==> src/design/link_buffer_settings.svh <==
// Link buffer settings
`ifndef LINK_BUFFER_SETTINGS_SVH
`define LINK_BUFFER_SETTINGS_SVH

// fifo entries, also the producer's starting credits.
`define LB_DEPTH 16

// bits per entry.
`define LB_DATA_WIDTH 8

// almost_full is set at or above this occupancy.
`define LB_AF_THRESH 12

// almost_empty is set at or below this occupancy.
`define LB_AE_THRESH 4

// credits granted by the consumer after reset.
`define LB_OUT_CREDITS 4

`endif

==> src/design/link_buffer_pkg.sv <==
// Link buffer types
`include "link_buffer_settings.svh"

package link_buffer_pkg;

    // one buffered byte.
    typedef logic [`LB_DATA_WIDTH-1:0] data_t;

    // occupancy from 0 to depth inclusive, hence the extra bit.
    typedef logic [$clog2(`LB_DEPTH):0] count_t;

    // downstream credits from 0 to LB_OUT_CREDITS.
    typedef logic [$clog2(`LB_OUT_CREDITS + 1)-1:0] credit_t;

endpackage

==> src/design/fifo_pop_if.sv <==
// FIFO pop interface
`timescale 1ns/1ps

interface fifo_pop_if;

    // pop request from the egress stage.
    logic                     pop;

    // head entry, loaded on the edge that takes a pop.
    link_buffer_pkg::data_t   rd_data;

    logic                     empty;

    // current occupancy.
    link_buffer_pkg::count_t  level;

    modport fifo (
        input  pop,
        output rd_data,
        output empty,
        output level
    );

    modport egress (
        output pop,
        input  rd_data,
        input  empty
    );

endinterface

==> src/design/fifo_ctrl.sv <==
// Synchronous FIFO controller
`timescale 1ns/1ps
`include "link_buffer_settings.svh"

module fifo_ctrl (
    input  logic                   clk,
    input  logic                   rst_n,
    input  logic                   wr_en,
    input  link_buffer_pkg::data_t wr_data,
    output logic                   full,
    output logic                   almost_full,
    output logic                   almost_empty,
    fifo_pop_if.fifo               pop_port
);

    localparam int ADDR_W = $clog2(`LB_DEPTH);

    localparam logic [ADDR_W-1:0] LAST_ADDR = ADDR_W'(`LB_DEPTH - 1);

    link_buffer_pkg::data_t  mem [`LB_DEPTH];

    logic [ADDR_W-1:0]       wr_ptr;
    logic [ADDR_W-1:0]       rd_ptr;
    link_buffer_pkg::count_t count;
    link_buffer_pkg::data_t  rd_data_q;

    logic                    do_write;
    logic                    do_read;
    logic                    empty;

    // flags come straight from the count.
    assign full         = (count == link_buffer_pkg::count_t'(`LB_DEPTH));
    assign empty        = (count == '0);
    assign almost_full  = (count >= link_buffer_pkg::count_t'(`LB_AF_THRESH));
    assign almost_empty = (count <= link_buffer_pkg::count_t'(`LB_AE_THRESH));

    // a write while full is dropped.
    assign do_write = wr_en && !full;
    assign do_read  = pop_port.pop && !empty;

    assign pop_port.empty   = empty;
    assign pop_port.level   = count;
    assign pop_port.rd_data = rd_data_q;

    // pointers wrap at the last entry.
    always_ff @(posedge clk or negedge rst_n) begin
        if (!rst_n) begin
            wr_ptr <= '0;
            rd_ptr <= '0;
        end else begin
            if (do_write) begin
                wr_ptr <= (wr_ptr == LAST_ADDR) ? '0 : wr_ptr + 1'b1;
            end
            if (do_read) begin
                rd_ptr <= (rd_ptr == LAST_ADDR) ? '0 : rd_ptr + 1'b1;
            end
        end
    end

    // write and read together leave the count alone.
    always_ff @(posedge clk or negedge rst_n) begin
        if (!rst_n) begin
            count <= '0;
        end else begin
            case ({do_write, do_read})
                2'b10:   count <= count + 1'b1;
                2'b01:   count <= count - 1'b1;
                default: count <= count;
            endcase
        end
    end

    always_ff @(posedge clk) begin
        if (do_write) begin
            mem[wr_ptr] <= wr_data;
        end
    end

    // the registered read port holds until the next pop.
    always_ff @(posedge clk) begin
        if (do_read) begin
            rd_data_q <= mem[rd_ptr];
        end
    end

    // the upstream credit loop must keep the producer from overrunning.
    a_no_write_when_full: assert property (
        @(posedge clk) disable iff (!rst_n)
        !(wr_en && full)
    ) else $error("fifo_ctrl: write while full");

    // egress must respect empty.
    a_no_pop_when_empty: assert property (
        @(posedge clk) disable iff (!rst_n)
        pop_port.pop |-> !empty
    ) else $error("fifo_ctrl: pop while empty");

endmodule

==> src/design/credit_egress.sv <==
// Credit-based egress stage
`timescale 1ns/1ps
`include "link_buffer_settings.svh"

module credit_egress (
    input  logic                   clk,
    input  logic                   rst_n,
    input  logic                   out_credit,
    output logic                   out_valid,
    output link_buffer_pkg::data_t out_data,
    output logic                   in_credit,
    fifo_pop_if.egress             pop_port
);

    localparam link_buffer_pkg::credit_t MAX_CREDITS =
        link_buffer_pkg::credit_t'(`LB_OUT_CREDITS);

    link_buffer_pkg::credit_t credits;
    logic                     pop;

    // pop only with data waiting and a credit in hand.
    assign pop          = !pop_port.empty && (credits != '0);
    assign pop_port.pop = pop;

    // spend on pop, refill on out_credit.
    always_ff @(posedge clk or negedge rst_n) begin
        if (!rst_n) begin
            credits <= MAX_CREDITS;
        end else begin
            case ({pop, out_credit})
                2'b10:   credits <= credits - 1'b1;
                2'b01:   credits <= credits + 1'b1;
                default: credits <= credits;
            endcase
        end
    end

    // one beat downstream and one credit upstream per pop.
    always_ff @(posedge clk or negedge rst_n) begin
        if (!rst_n) begin
            out_valid <= 1'b0;
            in_credit <= 1'b0;
        end else begin
            out_valid <= pop;
            in_credit <= pop;
        end
    end

    // the FIFO read register already holds the popped byte.
    assign out_data = pop_port.rd_data;

    // the consumer never returns more than it was given.
    a_credit_bound: assert property (
        @(posedge clk) disable iff (!rst_n)
        credits <= MAX_CREDITS
    ) else $error("credit_egress: credit count above limit");

endmodule

==> src/design/occupancy_monitor.sv <==
// Peak occupancy monitor
`timescale 1ns/1ps
`include "link_buffer_settings.svh"

module occupancy_monitor (
    input  logic                    clk,
    input  logic                    rst_n,
    input  link_buffer_pkg::count_t level,
    output link_buffer_pkg::count_t peak_level
);

    logic new_peak;

    // high-water mark read out for sizing links in the field.
    assign new_peak = (level > peak_level);

    always_ff @(posedge clk or negedge rst_n) begin
        if (!rst_n) begin
            peak_level <= '0;
        end else if (new_peak) begin
            peak_level <= level;
        end
    end

    // the mark only ever climbs.
    a_peak_monotonic: assert property (
        @(posedge clk) disable iff (!rst_n)
        peak_level >= $past(peak_level)
    ) else $error("occupancy_monitor: peak decreased");

endmodule

==> src/design/link_buffer_top.sv <==
// Credit-managed link buffer
`timescale 1ns/1ps
`include "link_buffer_settings.svh"

module link_buffer_top (
    input  logic                    clk,
    input  logic                    rst_n,

    // upstream side.
    input  logic                    in_valid,
    input  link_buffer_pkg::data_t  in_data,
    output logic                    in_credit,

    // downstream side.
    output logic                    out_valid,
    output link_buffer_pkg::data_t  out_data,
    input  logic                    out_credit,

    // status.
    output logic                    full,
    output logic                    almost_full,
    output logic                    almost_empty,
    output link_buffer_pkg::count_t peak_level
);

    fifo_pop_if pop_if ();

    fifo_ctrl i_fifo_ctrl (
        .clk          (clk),
        .rst_n        (rst_n),
        .wr_en        (in_valid),
        .wr_data      (in_data),
        .full         (full),
        .almost_full  (almost_full),
        .almost_empty (almost_empty),
        .pop_port     (pop_if.fifo)
    );

    credit_egress i_credit_egress (
        .clk        (clk),
        .rst_n      (rst_n),
        .out_credit (out_credit),
        .out_valid  (out_valid),
        .out_data   (out_data),
        .in_credit  (in_credit),
        .pop_port   (pop_if.egress)
    );

    // level is tapped off the pop interface.
    occupancy_monitor i_occupancy_monitor (
        .clk        (clk),
        .rst_n      (rst_n),
        .level      (pop_if.level),
        .peak_level (peak_level)
    );

endmodule

==> config.mk <==
export PLATFORM = sky130hd
export DESIGN_NAME = link_buffer_top
export DESIGN_NICKNAME = d
export VERILOG_FILES = /design/src/design/link_buffer_pkg.sv /design/src/design/fifo_pop_if.sv /design/src/design/fifo_ctrl.sv /design/src/design/credit_egress.sv /design/src/design/occupancy_monitor.sv /design/src/design/link_buffer_top.sv
export VERILOG_INCLUDE_DIRS = /design/src /design/src/design
export SDC_FILE = /design/constraint.sdc
export NUM_CORES = 1
export LEC_CHECK = 0
export BUFFER_PORTS_ARGS = -buffer_cell sky130_fd_sc_hd__buf_2
export CORE_MARGIN = 3
export CORE_UTILIZATION = 45
export CTS_BUF_LIST = sky130_fd_sc_hd__clkbuf_16
export DETAILED_ROUTE_END_ITERATION = 10
export HOLD_SLACK_MARGIN = 0.12
export PLACE_DENSITY = 0.61
export SKIP_CTS_REPAIR_TIMING = 1
export SYNTH_ARGS = -nofsm -noshare
export SYNTH_HDL_FRONTEND = slang
export SYNTH_SLANG_ARGS = --single-unit
==> constraint.sdc <==
create_clock -name clk -period 2.75 [get_ports clk]
set_input_delay 0.4125 -clock clk [delete_from_list [all_inputs] [get_ports clk]]
set_output_delay 0.4125 -clock clk [all_outputs]
set_load 0.1 [all_outputs]
==> impl_metrics.json <==
{
  "final_util_pct": 54.8,
  "postPlaceCellArea_sq_mm": 0.00704,
  "worstPathArrival_ps": 2880,
  "diodes": 0,
  "start_util_pct": 46.6,
  "power_leakage_nw": 2.82,
  "synth_area_sq_mm": 0.00654,
  "synth_fp_nets": 417,
  "hold_violations": 0,
  "drt_iter0_drc": 329,
  "firstDrtPassIters": 4,
  "min_path_type": "in -> reg",
  "cellPowerDensity_mw_per_mm2": 1260,
  "clk_latency_ps": 420,
  "fin_crit_sh_pct": 93.9,
  "dp.final_hpwl_mm": 8.52,
  "grt_pass1_vias": 3601,
  "p_total_w": 0.00968,
  "clk_path_buf_depth": 2,
  "cts-htree-levels": 4,
  "area_growth_pct": 17.7,
  "synth_seq_cells": 158,
  "routed_wl_mm": 13.3,
  "layout_common_cells": "edfxtp_1 (136), mux2i_1 (32), buf_4 (32)",
  "min_path_cells": 3,
  "grt_max_degree": 54,
  "layout_commonest_cell": "edfxtp_1",
  "rsz0062_at_grt": "yes",
  "r2r_cells": 10,
  "overflow": 0,
  "cts_sinks": 158,
  "fmax_mhz": 387,
  "ios": 30,
  "die_h_microns": 127,
  "fin_nets": 480,
  "finClkSkew_ps": 7.96,
  "ys_seq_area_share_pct": 70.9,
  "synthFlopType": "edfxtp_1",
  "wl_per_cell_microns": 20.7,
  "tightest_slew_ps": 778,
  "core_area_sq_mm": 0.0140,
  "rows": 43,
  "slew_violations": 0,
  "vias": 3464,
  "vdd_ir_drop_max_v": 0.000670,
  "die_w_microns": 127,
  "grt_first_pass_wirelength_mm": 21.0,
  "synthCells": 388,
  "cts_buffers": 17,
  "antenna_found_initial": 0,
  "cp_max_fo": 4,
  "layout-drive-gt1-share_pct": 27.5,
  "die-area_sq_mm": 0.0160,
  "setup_violations": 0,
  "cts_root_buffer": "clkbuf_16",
  "grt.total_usage_pct": 17.7,
  "gp_congestion": 0.809,
  "status": "finished clean",
  "synth-edff-count": 136,
  "end_kind": "register",
  "slew_headroom_pct": 48.0,
  "fin_area_sq_mm": 0.00770,
  "cts_tree": "done",
  "worst-setup-path-type": "reg -> reg",
  "yosysWarnings": 0,
  "cap_viol_max_count": 0,
  "detail-route-antenna-nets": 0,
  "clk_pin_slew_ps": 60,
  "drc_errors": 0,
  "io_buffers": 29,
  "required_ps": 3050,
  "min_period_ps": 2580,
  "fin_setup_tns_ps": 0,
  "rrSetupSlack_ps": 170,
  "synthArstFlopShare_pct": 13.9,
  "seq_area_sq_mm": 0.00464,
  "multi_input_area_sq_mm": 0.00176,
  "vias_per_cell": 5.40,
  "nFillCells": 1118,
  "ys_types": 42,
  "synth_area_per_cell_sq_um": 16.9,
  "start_kind": "register"
}
## cell usage after synthesis, types with 2 or more instances
cell type  count  area, sq um
a21oi_1        5         25.0
xor2_1         4         35.0
inv_1         15         56.3
buf_6          2         22.5
a221oi_1      16          140
mux4_2        16          360
nand2_1       25         93.8
buf_1          2         7.51
buf_4          5         37.5
o21ai_0       16         80.1
nor2b_1        2         12.5
nand3_1        3         15.0
edfxtp_1     136         4080
mux2i_1       32          320
nand2b_1       2         12.5
o21ai_1        3         15.0
nand2_2        2         12.5
a22oi_1        8         60.1
a21o_1         3         22.5
ha_1          15          188
xnor2_1        5         43.8
and2_1         2         12.5
dfrtp_1       21          526
buf_2          6         30.0
nor3_1         5         25.0
clkbuf_1       4         15.0
nand4_1        2         12.5
fa_1           2         40.0
mux2_2         4         45.0
nor2_1        13         48.8
## metal layers
metal / share of wire, % / global-route usage, %
met1: 46 / 25.0
met2: 49 / 27.5
met3: 4.7 / 4.25
met4: 0.87 / 5.55
met5: 0 / 0
## critical path, stage by stage (launching register included)
cell	delay, ps
dfrtp_1	400
or4_4	550
o32ai_4	190
inv_6	50
ha_4	180
ha_4	220
nor2b_1	120
o21ai_1	170
a21oi_1	90
or3b_1	360
xnor2_1	130
## layout make-up
class	count	area share, %
flip-flops and latches	158	60.3
multi-input cells	195	22.9
clock buffers	17	5.53
repair buffers	63	5.40
well taps	180	2.93
clock inverters	13	2.13
inverters	16	0.845
## power breakdown
part           leakage (nW)  internal (W)  total, W  switching, W
logic                  1.05       0.00138   0.00398       0.00259
clock network         0.276       0.00142   0.00235      0.000925
registers              1.50       0.00309   0.00336      0.000270
## kinds of logic after synthesis
kind of cell | after synthesis | synth area share, %
flip-flops | 158 | 70.9
AND/OR/NAND/NOR | 59 | 4.15
AO/OA/AOI/OAI | 58 | 6.45
multiplexers | 52 | 11.1
buffers and inverters | 35 | 2.72
adder cells (fa/ha/maj) | 17 | 3.48
XOR/XNOR | 9 | 1.21
## sequential cells by signal, indices dropped and copies added (netlist names)
register                        cells
i_credit_egress.credits             3
i_credit_egress.in_credit           1
i_fifo_ctrl.mem                   128
i_fifo_ctrl.pop_port.level          5
i_fifo_ctrl.pop_port.rd_data        8
i_fifo_ctrl.rd_ptr                  4
i_fifo_ctrl.wr_ptr                  4
i_occupancy_monitor.peak_level      5
## per-stage QoR
step,setup WS [ps],hold WS [ps],instances
6_report,167,387,642
3_3_place_gp,115,414,608
3_5_place_dp,73.2,424,608
4_1_cts,62.0,-32.5,638
2_1_floorplan,22.7,117,388
5_1_grt,8.45,371,642
## final timing paths
path / start / endpoint
setup / recovery: i_fifo_ctrl.pop_port.level[1]$_DFFE_PN0P_ / i_fifo_ctrl.pop_port.level[4]$_DFFE_PN0P_
hold / removal: out_credit / i_credit_egress.credits[0]$_DFFE_PN0P_
max in group asynchronous: rst_n / i_fifo_ctrl.rd_ptr[0]$_DFFE_PN0P_
hold reg to reg: i_occupancy_monitor.peak_level[1]$_DFFE_PN0N_ / i_occupancy_monitor.peak_level[1]$_DFFE_PN0N_
min in group asynchronous: rst_n / i_fifo_ctrl.wr_ptr[0]$_DFFE_PN0P_
setup reg to reg: i_fifo_ctrl.pop_port.level[1]$_DFFE_PN0P_ / i_fifo_ctrl.pop_port.level[4]$_DFFE_PN0P_
Power figures use the tool's default switching activity.
